File: config.mk
export PLATFORM = sky130hd
export DESIGN_NAME = mtag_unit_top
export DESIGN_NICKNAME = d
export VERILOG_FILES = /design/src/logic/mtag_bus_pkg.sv /design/src/logic/mtag_types_pkg.sv /design/src/logic/mtag_apb_port.sv /design/src/logic/mtag_chk.sv /design/src/logic/mtag_unit_top.sv /design/src/logic/tag_mem.sv /design/src/logic/tmem_arbiter.sv
export VERILOG_INCLUDE_DIRS = /design/src /design/src/logic
export SDC_FILE = /design/constraint.sdc
export NUM_CORES = 1
export LEC_CHECK = 0
export BUFFER_PORTS_ARGS = -buffer_cell sky130_fd_sc_hd__buf_2
export CORE_ASPECT_RATIO = 0.5
export CORE_MARGIN = 2
export CORE_UTILIZATION = 35
export DETAILED_ROUTE_END_ITERATION = 10
export GPL_ROUTABILITY_DRIVEN = 0
export SLEW_MARGIN = 20
export SYNTH_ARGS = -nofsm -noshare
export SYNTH_HDL_FRONTEND = slang
export SYNTH_SLANG_ARGS = --single-unit
File: constraint.sdc
create_clock -name clk_i -period 6.1 [get_ports clk_i]
set_input_delay 0.915 -clock clk_i [delete_from_list [all_inputs] [get_ports clk_i]]
set_output_delay 0.915 -clock clk_i [all_outputs]
set_load 0.05 [all_outputs]
File: src/logic/mtag_cfg.svh
// Compile-time widths and sizes of the tag-checking unit, included by every RTL file and the testbench.
`ifndef MTAG_CFG_SVH
`define MTAG_CFG_SVH

// pointer width of the core, also the APB data width.
`define MTAG_XLEN 32

// width of one tag-memory entry.
`define MTAG_TLEN 16

// number of harts, which is also the width of the ownership mask.
`define MTAG_HARTS 2

// size of one tagged granule in bytes.
`define MTAG_GRANULARITY 8

// physical address bits that take part in the granule lookup.
`define MTAG_ADR_WIDTH 8

// tag-memory index width, giving 32 entries.
`define MTAG_TADR_WIDTH 5

// address width of the software APB port.
`define MTAG_APB_AW 8

// number of masters on the shared tag-memory bus, two harts plus APB.
`define MTAG_REQS 3

`endif

File: src/logic/mtag_bus_pkg.sv
// Master numbering and grant type of the shared tag-memory bus, used by the arbiter and the top level.
`include "mtag_cfg.svh"

package mtag_bus_pkg;

    // index of a bus master.
    // hart h is master h, so the checkers need no constant of their own.
    typedef logic [$clog2(`MTAG_REQS)-1:0] req_idx_t;

    // one-hot grant, one bit per master.
    // all zero means the bus is idle.
    typedef logic [`MTAG_REQS-1:0] grant_t;

    // the APB port takes the slot right after the last hart.
    // it is therefore also the lowest priority after reset.
    localparam req_idx_t req_apb = req_idx_t'(`MTAG_HARTS);

endpackage

File: src/logic/mtag_types_pkg.sv
// Tag-entry types shared by the checkers, the APB port, the arbiter and the tag RAM.
`include "mtag_cfg.svh"

package mtag_types_pkg;

    // the colour fills every entry bit above the ownership mask.
    // it is compared against the top bits of a tagged pointer.
    typedef logic [`MTAG_TLEN-`MTAG_HARTS-1:0] tag_colour_t;

    // one bit per hart.
    // a set bit means that hart may touch the granule.
    typedef logic [`MTAG_HARTS-1:0] hart_mask_t;

    // decoded view of an entry, colour in the high bits and mask in the low bits.
    typedef struct packed {
        tag_colour_t colour;
        hart_mask_t  mask;
    } tag_fields_t;

    // a tag entry is stored and moved as a raw word.
    // the checkers look at the same bits through the fields view.
    typedef union packed {
        logic [`MTAG_TLEN-1:0] raw;
        tag_fields_t           fields;
    } tag_word_u;

endpackage

File: src/logic/mtag_apb_port.sv
// APB slave that lets software read and write tag entries through the shared tag-memory bus.
`timescale 1ns/1ps
`include "mtag_cfg.svh"

module mtag_apb_port (
    input  logic                          clk_i,
    input  logic                          rst_n_i,
    input  logic                          psel_i,
    input  logic                          penable_i,
    input  logic                          pwrite_i,
    input  logic [`MTAG_APB_AW-1:0]       paddr_i,
    input  logic [`MTAG_XLEN-1:0]         pwdata_i,
    output logic [`MTAG_XLEN-1:0]         prdata_o,
    output logic                          pready_o,
    output logic                          tmem_cyc_o,
    output logic                          tmem_stb_o,
    output logic                          tmem_we_o,
    output logic [`MTAG_TADR_WIDTH-1:0]   tmem_adr_o,
    output mtag_types_pkg::tag_word_u     tmem_wdat_o,
    input  mtag_types_pkg::tag_word_u     tmem_dat_i,
    input  logic                          tmem_ack_i
);
    import mtag_types_pkg::*;

    // FSM encoding.
    localparam logic [1:0] st_idle = 2'd0;
    localparam logic [1:0] st_bus  = 2'd1;
    localparam logic [1:0] st_done = 2'd2;

    logic [1:0] state_q;
    tag_word_u  rdat_q;
    logic       setup;

    // the setup phase is the one cycle with psel high and penable still low.
    assign setup = psel_i && !penable_i;

    // registers sit on a word grid, so the two lowest address bits are ignored.
    // the master holds paddr, pwrite and pwdata for the whole access phase.
    assign tmem_adr_o  = paddr_i[2 +: `MTAG_TADR_WIDTH];
    assign tmem_we_o   = pwrite_i;
    assign tmem_wdat_o = tag_word_u'(pwdata_i[`MTAG_TLEN-1:0]);

    assign tmem_cyc_o = (state_q == st_bus);
    assign tmem_stb_o = (state_q == st_bus);

    // pready rises in the cycle after the tag-memory ack.
    assign pready_o = (state_q == st_done);

    // entries are narrower than the APB bus, the upper bits read as zero.
    assign prdata_o = {{(`MTAG_XLEN-`MTAG_TLEN){1'b0}}, rdat_q.raw};

    always_ff @(posedge clk_i or negedge rst_n_i) begin
        if (!rst_n_i) begin
            state_q <= st_idle;
        end else begin
            case (state_q)
                st_idle: begin
                    if (setup) begin
                        state_q <= st_bus;
                    end
                end
                st_bus: begin
                    if (tmem_ack_i) begin
                        state_q <= st_done;
                    end
                end
                st_done: begin
                    // the access phase ends at this edge because pready is high.
                    if (psel_i && penable_i) begin
                        state_q <= st_idle;
                    end
                end
                default: begin
                    state_q <= st_idle;
                end
            endcase
        end
    end

    // read data is captured once, while the RAM presents it with ack.
    always_ff @(posedge clk_i) begin
        if ((state_q == st_bus) && tmem_ack_i && !pwrite_i) begin
            rdat_q <= tmem_dat_i;
        end
    end

    // an APB master may only enable a selected slave.
    a_penable_sel: assert property (@(posedge clk_i) disable iff (!rst_n_i)
        penable_i |-> psel_i);

    // pready is only answered inside an access phase that this port started.
    a_ready_access: assert property (@(posedge clk_i) disable iff (!rst_n_i)
        pready_o |-> psel_i && penable_i);

endmodule

File: src/logic/mtag_chk.sv
// Per-hart tag checker that fetches the granule's entry and reports colour or ownership faults.
`timescale 1ns/1ps
`include "mtag_cfg.svh"

module mtag_chk #(
    parameter int HART_ID = 0
) (
    input  logic                          clk_i,
    input  logic                          rst_n_i,
    input  logic                          ena_i,
    input  logic [`MTAG_XLEN-1:0]         adr_i,
    output logic                          done_o,
    output logic                          err_o,
    output logic                          tmem_cyc_o,
    output logic                          tmem_stb_o,
    output logic [`MTAG_TADR_WIDTH-1:0]   tmem_adr_o,
    input  mtag_types_pkg::tag_word_u     tmem_dat_i,
    input  logic                          tmem_ack_i
);
    import mtag_types_pkg::*;

    // low address bits that select a byte inside one granule.
    localparam int gran_lsb = $clog2(`MTAG_GRANULARITY);
    localparam int colour_w = `MTAG_TLEN - `MTAG_HARTS;

    // FSM encoding.
    localparam logic [1:0] st_idle   = 2'd0;
    localparam logic [1:0] st_req    = 2'd1;
    localparam logic [1:0] st_report = 2'd2;

    logic [1:0]  state_q;
    logic        err_q;
    tag_colour_t ptr_colour;
    logic        violation;

    // the pointer carries its colour in the topmost bits.
    assign ptr_colour = adr_i[`MTAG_XLEN-1 -: colour_w];

    // the entry index is simply the granule number inside the checked window.
    assign tmem_adr_o = adr_i[`MTAG_ADR_WIDTH-1:gran_lsb];

    // a fault is either a cleared ownership bit or a colour mismatch.
    // both are evaluated on the fields view of the returned entry.
    assign violation = !tmem_dat_i.fields.mask[HART_ID]
                    || (tmem_dat_i.fields.colour != ptr_colour);

    // cycle and strobe stay up from the request until the ack edge.
    // the arbiter therefore keeps this hart's grant through the whole transfer.
    assign tmem_cyc_o = (state_q == st_req);
    assign tmem_stb_o = (state_q == st_req);

    // the report state lasts one cycle, which makes done a registered pulse.
    assign done_o = (state_q == st_report);
    assign err_o  = err_q;

    always_ff @(posedge clk_i or negedge rst_n_i) begin
        if (!rst_n_i) begin
            state_q <= st_idle;
            err_q   <= 1'b0;
        end else begin
            case (state_q)
                st_idle: begin
                    if (ena_i) begin
                        state_q <= st_req;
                    end
                end
                st_req: begin
                    // read data is only valid while ack is high.
                    if (tmem_ack_i) begin
                        state_q <= st_report;
                        err_q   <= violation;
                    end
                end
                st_report: begin
                    // the hart drops ena_i after done, so no new request starts here.
                    state_q <= st_idle;
                    err_q   <= 1'b0;
                end
                default: begin
                    state_q <= st_idle;
                end
            endcase
        end
    end

    // an ack from the shared bus may only answer a cycle and strobe that this hart holds open.
    a_ack_in_cyc: assert property (@(posedge clk_i) disable iff (!rst_n_i)
        tmem_ack_i |-> tmem_cyc_o && tmem_stb_o);

    // the hart must keep the pointer steady while the entry is being fetched.
    a_adr_stable: assert property (@(posedge clk_i) disable iff (!rst_n_i)
        (state_q == st_req) && $past(state_q == st_req) |-> $stable(adr_i));

endmodule

File: src/logic/mtag_unit_top.sv
// Top level of the tag-checking unit that joins the hart checkers, the APB port, the arbiter and the RAM.
`timescale 1ns/1ps
`include "mtag_cfg.svh"

module mtag_unit_top (
    input  logic                      clk_i,
    input  logic                      rst_n_i,
    input  logic [`MTAG_HARTS-1:0]    chk_ena_i,
    input  logic [`MTAG_XLEN-1:0]     chk_adr_i [`MTAG_HARTS],
    output logic [`MTAG_HARTS-1:0]    chk_done_o,
    output logic [`MTAG_HARTS-1:0]    chk_err_o,
    input  logic                      psel_i,
    input  logic                      penable_i,
    input  logic                      pwrite_i,
    input  logic [`MTAG_APB_AW-1:0]   paddr_i,
    input  logic [`MTAG_XLEN-1:0]     pwdata_i,
    output logic [`MTAG_XLEN-1:0]     prdata_o,
    output logic                      pready_o
);
    import mtag_types_pkg::*;
    import mtag_bus_pkg::*;

    // master side of the shared bus, indexed by master number.
    logic [`MTAG_REQS-1:0]         req_cyc;
    logic [`MTAG_REQS-1:0]         req_stb;
    logic [`MTAG_REQS-1:0]         req_we;
    logic [`MTAG_REQS-1:0]         req_ack;
    logic [`MTAG_TADR_WIDTH-1:0]   req_adr [`MTAG_REQS];
    tag_word_u                     req_wdat [`MTAG_REQS];
    tag_word_u                     bus_rdat;

    // RAM side of the shared bus.
    logic                          mem_stb;
    logic                          mem_we;
    logic [`MTAG_TADR_WIDTH-1:0]   mem_adr;
    tag_word_u                     mem_wdat;
    tag_word_u                     mem_dat;
    logic                          mem_ack;

    // hart h uses bus master slot h.
    // checkers only read, so their write lines are tied off.
    for (genvar h = 0; h < `MTAG_HARTS; h++) begin : g_chk
        assign req_we[h]   = 1'b0;
        assign req_wdat[h] = '0;

        mtag_chk #(
            .HART_ID (h)
        ) i_mtag_chk (
            .clk_i      (clk_i),
            .rst_n_i    (rst_n_i),
            .ena_i      (chk_ena_i[h]),
            .adr_i      (chk_adr_i[h]),
            .done_o     (chk_done_o[h]),
            .err_o      (chk_err_o[h]),
            .tmem_cyc_o (req_cyc[h]),
            .tmem_stb_o (req_stb[h]),
            .tmem_adr_o (req_adr[h]),
            .tmem_dat_i (bus_rdat),
            .tmem_ack_i (req_ack[h])
        );
    end

    mtag_apb_port i_mtag_apb_port (
        .clk_i       (clk_i),
        .rst_n_i     (rst_n_i),
        .psel_i      (psel_i),
        .penable_i   (penable_i),
        .pwrite_i    (pwrite_i),
        .paddr_i     (paddr_i),
        .pwdata_i    (pwdata_i),
        .prdata_o    (prdata_o),
        .pready_o    (pready_o),
        .tmem_cyc_o  (req_cyc[req_apb]),
        .tmem_stb_o  (req_stb[req_apb]),
        .tmem_we_o   (req_we[req_apb]),
        .tmem_adr_o  (req_adr[req_apb]),
        .tmem_wdat_o (req_wdat[req_apb]),
        .tmem_dat_i  (bus_rdat),
        .tmem_ack_i  (req_ack[req_apb])
    );

    tmem_arbiter i_tmem_arbiter (
        .clk_i      (clk_i),
        .rst_n_i    (rst_n_i),
        .cyc_i      (req_cyc),
        .stb_i      (req_stb),
        .we_i       (req_we),
        .adr_i      (req_adr),
        .wdat_i     (req_wdat),
        .ack_o      (req_ack),
        .rdat_o     (bus_rdat),
        .mem_stb_o  (mem_stb),
        .mem_we_o   (mem_we),
        .mem_adr_o  (mem_adr),
        .mem_wdat_o (mem_wdat),
        .mem_dat_i  (mem_dat),
        .mem_ack_i  (mem_ack)
    );

    tag_mem i_tag_mem (
        .clk_i   (clk_i),
        .rst_n_i (rst_n_i),
        .stb_i   (mem_stb),
        .we_i    (mem_we),
        .adr_i   (mem_adr),
        .wdat_i  (mem_wdat),
        .dat_o   (mem_dat),
        .ack_o   (mem_ack)
    );

endmodule

File: src/logic/tag_mem.sv
// Tag RAM with one entry per granule, served through a single cyc/stb/ack port.
`timescale 1ns/1ps
`include "mtag_cfg.svh"

module tag_mem (
    input  logic                          clk_i,
    input  logic                          rst_n_i,
    input  logic                          stb_i,
    input  logic                          we_i,
    input  logic [`MTAG_TADR_WIDTH-1:0]   adr_i,
    input  mtag_types_pkg::tag_word_u     wdat_i,
    output mtag_types_pkg::tag_word_u     dat_o,
    output logic                          ack_o
);
    import mtag_types_pkg::*;

    localparam int depth = 2 ** `MTAG_TADR_WIDTH;

    tag_word_u mem_q [depth];
    tag_word_u dat_q;
    logic      ack_q;
    logic      access;

    // a strobe is served once, the ack cycle itself starts nothing new.
    // the master drops its strobe right after the ack.
    assign access = stb_i && !ack_q;

    // entries come out of reset as zero, so no hart owns any granule yet.
    always_ff @(posedge clk_i or negedge rst_n_i) begin
        if (!rst_n_i) begin
            ack_q <= 1'b0;
            for (int i = 0; i < depth; i++) begin
                mem_q[i] <= '0;
            end
        end else begin
            ack_q <= access;
            if (access && we_i) begin
                mem_q[adr_i] <= wdat_i;
            end
        end
    end

    // registered read, valid in the ack cycle.
    always_ff @(posedge clk_i) begin
        if (access) begin
            dat_q <= mem_q[adr_i];
        end
    end

    assign dat_o = dat_q;
    assign ack_o = ack_q;

endmodule

File: src/logic/tmem_arbiter.sv
// Round-robin arbiter that hands the single tag-memory port to one bus master at a time.
`timescale 1ns/1ps
`include "mtag_cfg.svh"

module tmem_arbiter (
    input  logic                          clk_i,
    input  logic                          rst_n_i,
    input  logic [`MTAG_REQS-1:0]         cyc_i,
    input  logic [`MTAG_REQS-1:0]         stb_i,
    input  logic [`MTAG_REQS-1:0]         we_i,
    input  logic [`MTAG_TADR_WIDTH-1:0]   adr_i [`MTAG_REQS],
    input  mtag_types_pkg::tag_word_u     wdat_i [`MTAG_REQS],
    output logic [`MTAG_REQS-1:0]         ack_o,
    output mtag_types_pkg::tag_word_u     rdat_o,
    output logic                          mem_stb_o,
    output logic                          mem_we_o,
    output logic [`MTAG_TADR_WIDTH-1:0]   mem_adr_o,
    output mtag_types_pkg::tag_word_u     mem_wdat_o,
    input  mtag_types_pkg::tag_word_u     mem_dat_i,
    input  logic                          mem_ack_i
);
    import mtag_types_pkg::*;
    import mtag_bus_pkg::*;

    grant_t   grant_q;
    grant_t   grant_nxt;
    grant_t   grant;
    req_idx_t last_q;
    req_idx_t win_nxt;
    logic     busy;

    // the bus stays with the current owner for as long as its cycle is open.
    // the owner drops cyc right after its ack, which frees the bus that cycle.
    assign busy  = |(grant_q & cyc_i);
    assign grant = busy ? grant_q : grant_nxt;

    // search the masters in order, starting just after the last winner.
    always_comb begin
        int cand;
        grant_nxt = '0;
        win_nxt   = last_q;
        for (int i = 1; i <= `MTAG_REQS; i++) begin
            cand = (int'(last_q) + i) % `MTAG_REQS;
            if ((grant_nxt == '0) && cyc_i[cand]) begin
                grant_nxt[cand] = 1'b1;
                win_nxt         = req_idx_t'(cand);
            end
        end
    end

    always_ff @(posedge clk_i or negedge rst_n_i) begin
        if (!rst_n_i) begin
            grant_q <= '0;
            // hart 0 wins the first contest after reset.
            last_q  <= req_apb;
        end else begin
            grant_q <= grant;
            if (!busy && (grant_nxt != '0)) begin
                last_q <= win_nxt;
            end
        end
    end

    // the grant is one-hot, so an OR of the masked requests selects the owner.
    assign mem_stb_o = |(grant & stb_i);
    assign mem_we_o  = |(grant & we_i);

    always_comb begin
        mem_adr_o  = '0;
        mem_wdat_o = '0;
        for (int r = 0; r < `MTAG_REQS; r++) begin
            if (grant[r]) begin
                mem_adr_o  = adr_i[r];
                mem_wdat_o = wdat_i[r];
            end
        end
    end

    // ack goes back to the owner only, read data may be shared by all.
    assign ack_o  = grant & {`MTAG_REQS{mem_ack_i}};
    assign rdat_o = mem_dat_i;

    a_grant_onehot: assert property (@(posedge clk_i) disable iff (!rst_n_i)
        $onehot0(grant));

    // every ack must reach the master whose strobe the RAM saw one cycle before.
    a_ack_owner: assert property (@(posedge clk_i) disable iff (!rst_n_i)
        mem_ack_i |-> ack_o == $past(grant & stb_i));

endmodule

==> flow_summary.toml, run 1 <==
[status]
outcome = "finished clean"

[sta]
relSlewSlack = 0.302
worst_pin_slew_ns = 1.04
fin_setup_tns_ns = 0
fin_crit_ns = 5.45
rsz0062_at_grt = "false"
skew_ns = 0.0296
finalWorstSetupSlack_ns = 0.652
setup_viol = 0
drv_slew = 0
max_freq_mhz = 184
period_share = 0.893
hold_viol_final = 0

[setup_path]
critPathLaunchType = "flip-flop"
critPathSlowestCell = "nand3_1"
cp.arrival_ns = 5.94
path_class = "reg2reg"
cp_cell_sequence = "inv_1, ha_1, or3b_1, a311oi_2, o21ai_0, o31ai_4, buf_4, nand2_1, o21ai_2, nand3_1, nor2_2, buf_12, mux2_2"
crit_path_end_kind = "flip-flop"
slowest_delay_ns = 0.76
required_ns = 6.59
crit_fanout = 14

[grt]
grt_pass1_vias = 18900
grt_first_pass_wirelength_um = 119000
antenna_found_initial = 6
grt_max_degree = 150
grt_usage = 0.202
grt.overflow.total = 0

[floorplanning]
initial_utilization = 0.353
core-area_mm2 = 0.0730
die_h_um = 196
fp.dieW_um = 388
die_area_mm2 = 0.0759
num_io_pins = 148
rows = 70

[job]
max-cap-violations = 0

[hold_path]
hold_path_class = "in2async"

[cells_and_area]
fin_nets = 2814
final_common_cell = "nand2_1"
fin_area_mm2 = 0.0290
final_cells = 3717
drive_above_1_share = 0.151
synthToLayoutAreaGrowth_pct = 12.6
fillers = 7144
final_cell_mix = "822 x nand2_1, 525 x dfrtp_1, 374 x o21ai_0"

[place]
place_ws_ns = 0.753
placed_area_mm2 = 0.0271
port_buffers = 86
dp.cells = 3614
hpwl_um = 48700

[clocking]
clk_latency_ns = 0.62
clock_path_buffers = 3
htreeDepth = 2
cts_made_buffers = 55
root_buffer = "clkbuf_16"
holdBufCountCts = 0
cts.clk_slew.worst_paths_ns = 0.06
cts_tree = "done"
cts_resized = 0
post-cts-setup-buffer-count = 0
cts_sinks = 558

[detailed_routing]
via_per_inst = 5.33
wl_per_cell_um = 20.7
wirelength_um = 76800
drt-initial-drc-count = 1742
antenna_left = 0
first_pass_iters = 5
num_vias = 19800
drcViolationCount = 0

[synth]
synthFlopType = "dfrtp_1"
synth_edf_count = 32
avgSynthCellArea_um2 = 9.54
ys_ff_latch = 558
synth_cell_types = 69
synth_warnings = 0
seq_area_frac_synth = 0.548
synthCells = 2700
ys_async_sr_fraction = 0.943
synth.cell_area_mm2 = 0.0258
## worst paths after layout
path | from | end | slack (ns) | cells past startpoint
hold / removal | rst_n_i | i_tag_mem.mem_q[57] | 0.31 | 1
max in group asynchronous | rst_n_i | i_tag_mem.mem_q[464] | 4.22 | 2
hold reg to reg | i_tag_mem.mem_q[140] | i_tag_mem.mem_q[140] | 0.48 | 2
min in group clk_i | i_tag_mem.mem_q[140] | i_tag_mem.mem_q[140] | 0.48 | 2
setup reg to reg | i_tmem_arbiter.last_q[1] | i_tag_mem.mem_q[272] | 0.65 | 13
setup / recovery | i_tmem_arbiter.last_q[1] | i_tag_mem.mem_q[272] | 0.65 | 13
## worst max-delay path, delay by kind of cell, from the launching register on
| kind | cells | cell delay (ns) |
|---|---|---|
| AOI/OAI and AO/OA | 4 | 1.35 |
| and+or+nand+nor | 4 | 2.14 |
| DFF | 1 | 0.56 |
| muxes | 1 | 0.34 |
| buffers and inverters | 3 | 0.59 |
| adders and majority gates | 1 | 0.33 |
## registers in the layout, summed over array words and instances, names as in the netlist
register,cells
g_chk.i_mtag_chk.err_o,2
g_chk.i_mtag_chk.state_q,4
i_mtag_apb_port.rdat_q,16
i_mtag_apb_port.state_q,2
i_tag_mem.ack_o,1
i_tag_mem.dat_o,16
i_tag_mem.mem_q,512
i_tmem_arbiter.grant_q,3
i_tmem_arbiter.last_q,2
## cell type report
| cell class | instances | area, µm² | area share |
|---|---|---|---|
| timing repair buffer | 175 | 1260 | 0.0434 |
| antenna | 4 | 10.0 | 0.000345 |
| clock buffer | 80 | 1600 | 0.0553 |
| tap | 972 | 1220 | 0.0419 |
| clock inverter | 19 | 267 | 0.00919 |
| sequential | 558 | 14100 | 0.487 |
| multi-input combinational | 1903 | 10500 | 0.362 |
| inverter | 6 | 22.5 | 0.000777 |
## cells in the mapped netlist, drive strengths merged (2+ instances only)
cell | n | area, µm²
and3b | 5 | 43.8
and3 | 3 | 18.8
o2bb2ai | 14 | 123
clkbuf | 146 | 548
nor2 | 15 | 68.8
inv | 6 | 22.5
dfrtp | 525 | 13100
a32o | 77 | 772
nand3 | 30 | 150
mux2 | 112 | 1260
a21oi | 151 | 857
a211oi | 2 | 15.0
xnor2 | 28 | 245
mux2i | 3 | 30.0
nor2b | 6 | 37.5
nand4 | 7 | 43.8
ha | 4 | 50.1
buf | 102 | 653
o21a | 4 | 30.0
a22o | 16 | 140
edfxtp | 32 | 961
o21ai | 410 | 2060
nor4 | 5 | 46.3
a211o | 2 | 17.5
or4 | 16 | 120
and2 | 17 | 106
nor3 | 9 | 60.1
nand3b | 5 | 37.5
nand2 | 823 | 3090
a32oi | 37 | 324
o22ai | 32 | 200
o31ai | 4 | 43.8
a311oi | 3 | 32.5
o221a | 2 | 22.5
a22oi | 3 | 22.5
nand2b | 23 | 144
nor3b | 3 | 27.5
## stage by stage
stage / util / hold slack [ns]
6_report: 0.397 / 0.306
2_1_floorplan: - / 0.426
5_1_grt: 0.397 / 0.363
4_1_cts: 0.397 / 0.341
3_3_place_gp: 0.372 / 0.461
3_5_place_dp: 0.372 / 0.470
## cells by family (layout without fill, tap and decap cells)
| family | Yosys count | in the layout | share of synthesized area |
|---|---|---|---|
| other cells | 1 | 20 | 0.000146 |
| buf+inv | 254 | 280 | 0.0475 |
| mux | 115 | 115 | 0.0501 |
| xor+xnor | 28 | 28 | 0.00952 |
| simple gates | 971 | 971 | 0.156 |
| flops | 558 | 558 | 0.548 |
| compound gates | 769 | 769 | 0.186 |
| fa+ha+maj | 4 | 4 | 0.00194 |
## per-layer routing
metal  global-route usage  wire, µm  vias up
li1                     -         -     9323
met1                0.296     36600     9809
met2                0.311     33700      573
met3               0.0345      4790      110
met4               0.0509      1720        0
met5                    0         0        -
Power of run 1 is left out: the tool's default activity adds up to more than one toggle a clock period on the data nets, which glitch-free logic cannot reach.
==> run 2: changes to the inputs <==
REMOVE_ABC_BUFFERS = 1   (was unset)
==> flow_summary.toml, run 2 (synthesis gave the netlist of run 1 again) <==
[sta]
rsz0062_at_grt = "false"
fin_crit_ns = 5.34
drv_slew = 0
worst_pin_slew_ns = 1.05
setup_viol = 0
skew_ns = 0.0137
hold_viol_final = 0
period_share = 0.876
relSlewSlack = 0.297
hold_ws_ns = 0.348
max_freq_mhz = 187

[clocking]
clk_latency_ns = 0.61
clock_path_buffers = 3
cts_made_buffers = 55
post-cts-setup-buffer-count = 0
cts.clk_slew.worst_paths_ns = 0.06
cts_tree = "done"
cts_sinks = 558
htreeDepth = 2
cts_resized = 0
root_buffer = "clkbuf_16"
holdBufCountCts = 0

[floorplanning]
fp.dieW_um = 388
core-area_mm2 = 0.0730
initial_utilization = 0.353
rows = 70
die_h_um = 196
die_area_mm2 = 0.0759
num_io_pins = 148

[detailed_routing]
antenna_left = 0
wl_per_cell_um = 20.5
drt-initial-drc-count = 1809
first_pass_iters = 5
num_vias = 19700
via_per_inst = 5.33
wirelength_um = 76000
drcViolationCount = 0

[cells_and_area]
drive_above_1_share = 0.148
fillers = 7116
synthToLayoutAreaGrowth_pct = 12.2
final_cell_mix = "822 x nand2_1, 525 x dfrtp_1, 374 x o21ai_0"
regMostFlops = "i_tag_mem.mem_q"
final_common_cell = "nand2_1"
largest_register_ffs = 512
fin_nets = 2798

[setup_path]
r2r_slack_ns = 0.76
path_class = "reg2reg"
r2r_cells = 13
cp.arrival_ns = 5.83
critPathLaunchType = "flip-flop"
crit_start = "i_tmem_arbiter.last_q[1]"
crit_path_end_kind = "flip-flop"
crit_fanout = 32
r2r-start = "i_tmem_arbiter.last_q[1]"
required_ns = 6.59
r2r_end = "i_tag_mem.mem_q[23]"

[power]
ir_drop_mv = 0.750
power_mw = 18.6
p_leak_nw = 12.0
power.density_mw_per_mm2 = 644

[grt]
grt_first_pass_wirelength_um = 116000
grt_pass1_vias = 18700
antenna_found_initial = 5
grt.overflow.total = 0
grt_max_degree = 148
grt_usage = 0.198

[job]
max-cap-violations = 0

[place]
hpwl_um = 47300
port_buffers = 86

[status]
outcome = "finished clean"

[hold_path]
hold_path_class = "in2async"
run 2: cell types whose count changed in the layout (fill, tap and decap cells not counted), moves of 3 or more:
cell	previous run	this run
buf_4	77	58
clkbuf_8	9	17
bufinv_16	6	2
buf_12	12	15
diode_2	4	1
run 2: critical path, cell delays in order, from the launching register on:
cell and delay (ns):
dfstp_2 0.55, inv_1 0.06, ha_1 0.32, or3b_1 0.53
a311oi_2 0.41, o21ai_0 0.24, o31ai_4 0.27, buf_4 0.36
a222oi_1 0.21, nor3_2 0.38, nand3b_1 0.56, nor2_2 0.69
buf_12 0.27, mux2_2 0.35
run 2: per-layer routing:
| metal | track usage | up-vias | part of all wire |
|---|---|---|---|
| li1 | - | 9294 | - |
| met1 | 0.289 | 9854 | 0.47 |
| met2 | 0.308 | 489 | 0.45 |
| met3 | 0.0251 | 93 | 0.054 |
| met4 | 0.0590 | 0 | 0.027 |
| met5 | 0 | - | 0 |
run 2: report_power, final:
group	internal (mW)	total (mW)	switching [mW]	leakage, nW
clock network	2.00	3.48	1.48	0.916
logic	2.99	10.1	7.09	3.51
registers	4.57	5.03	0.465	7.61
total	9.56	18.6	9.04	12.0
run 2: how the worst max path moves through the flow:
stage,cells after the start,endpoint
after global routing,14,i_tag_mem.dat_o[13]
final,13,i_tag_mem.mem_q[23]
after CTS,13,i_tag_mem.mem_q[28]
after floorplan,12,i_tag_mem.dat_o[15]
after detailed placement,13,i_tag_mem.mem_q[28]
after global placement,14,i_tag_mem.dat_o[13]
run 2: final cells by class:
class                      instances  area [µm²]  area share
timing repair buffer             159        1180      0.0407
sequential                       558       14100       0.489
antenna                            1        2.50   0.0000866
clock inverter                    16         139     0.00481
tap                              972        1220      0.0421
multi-input combinational       1903       10500       0.364
clock buffer                      87        1710      0.0591
inverter                           6        22.5    0.000779
run 2: metrics by stage:
step	cells	TNS (ns)	utilization	area, µm²	setup slack, ns
CTS	3701	0	0.396	28900	0.817
global placement	3598	0	0.371	27000	0.899
floorplan	2467	-45.54	-	24600	-2.86
finish	3702	0	0.396	28900	0.756
detailed placement	3598	0	0.371	27000	0.821
global route	3701	0	0.396	28900	0.534
(Power assumes the default switching activity.)
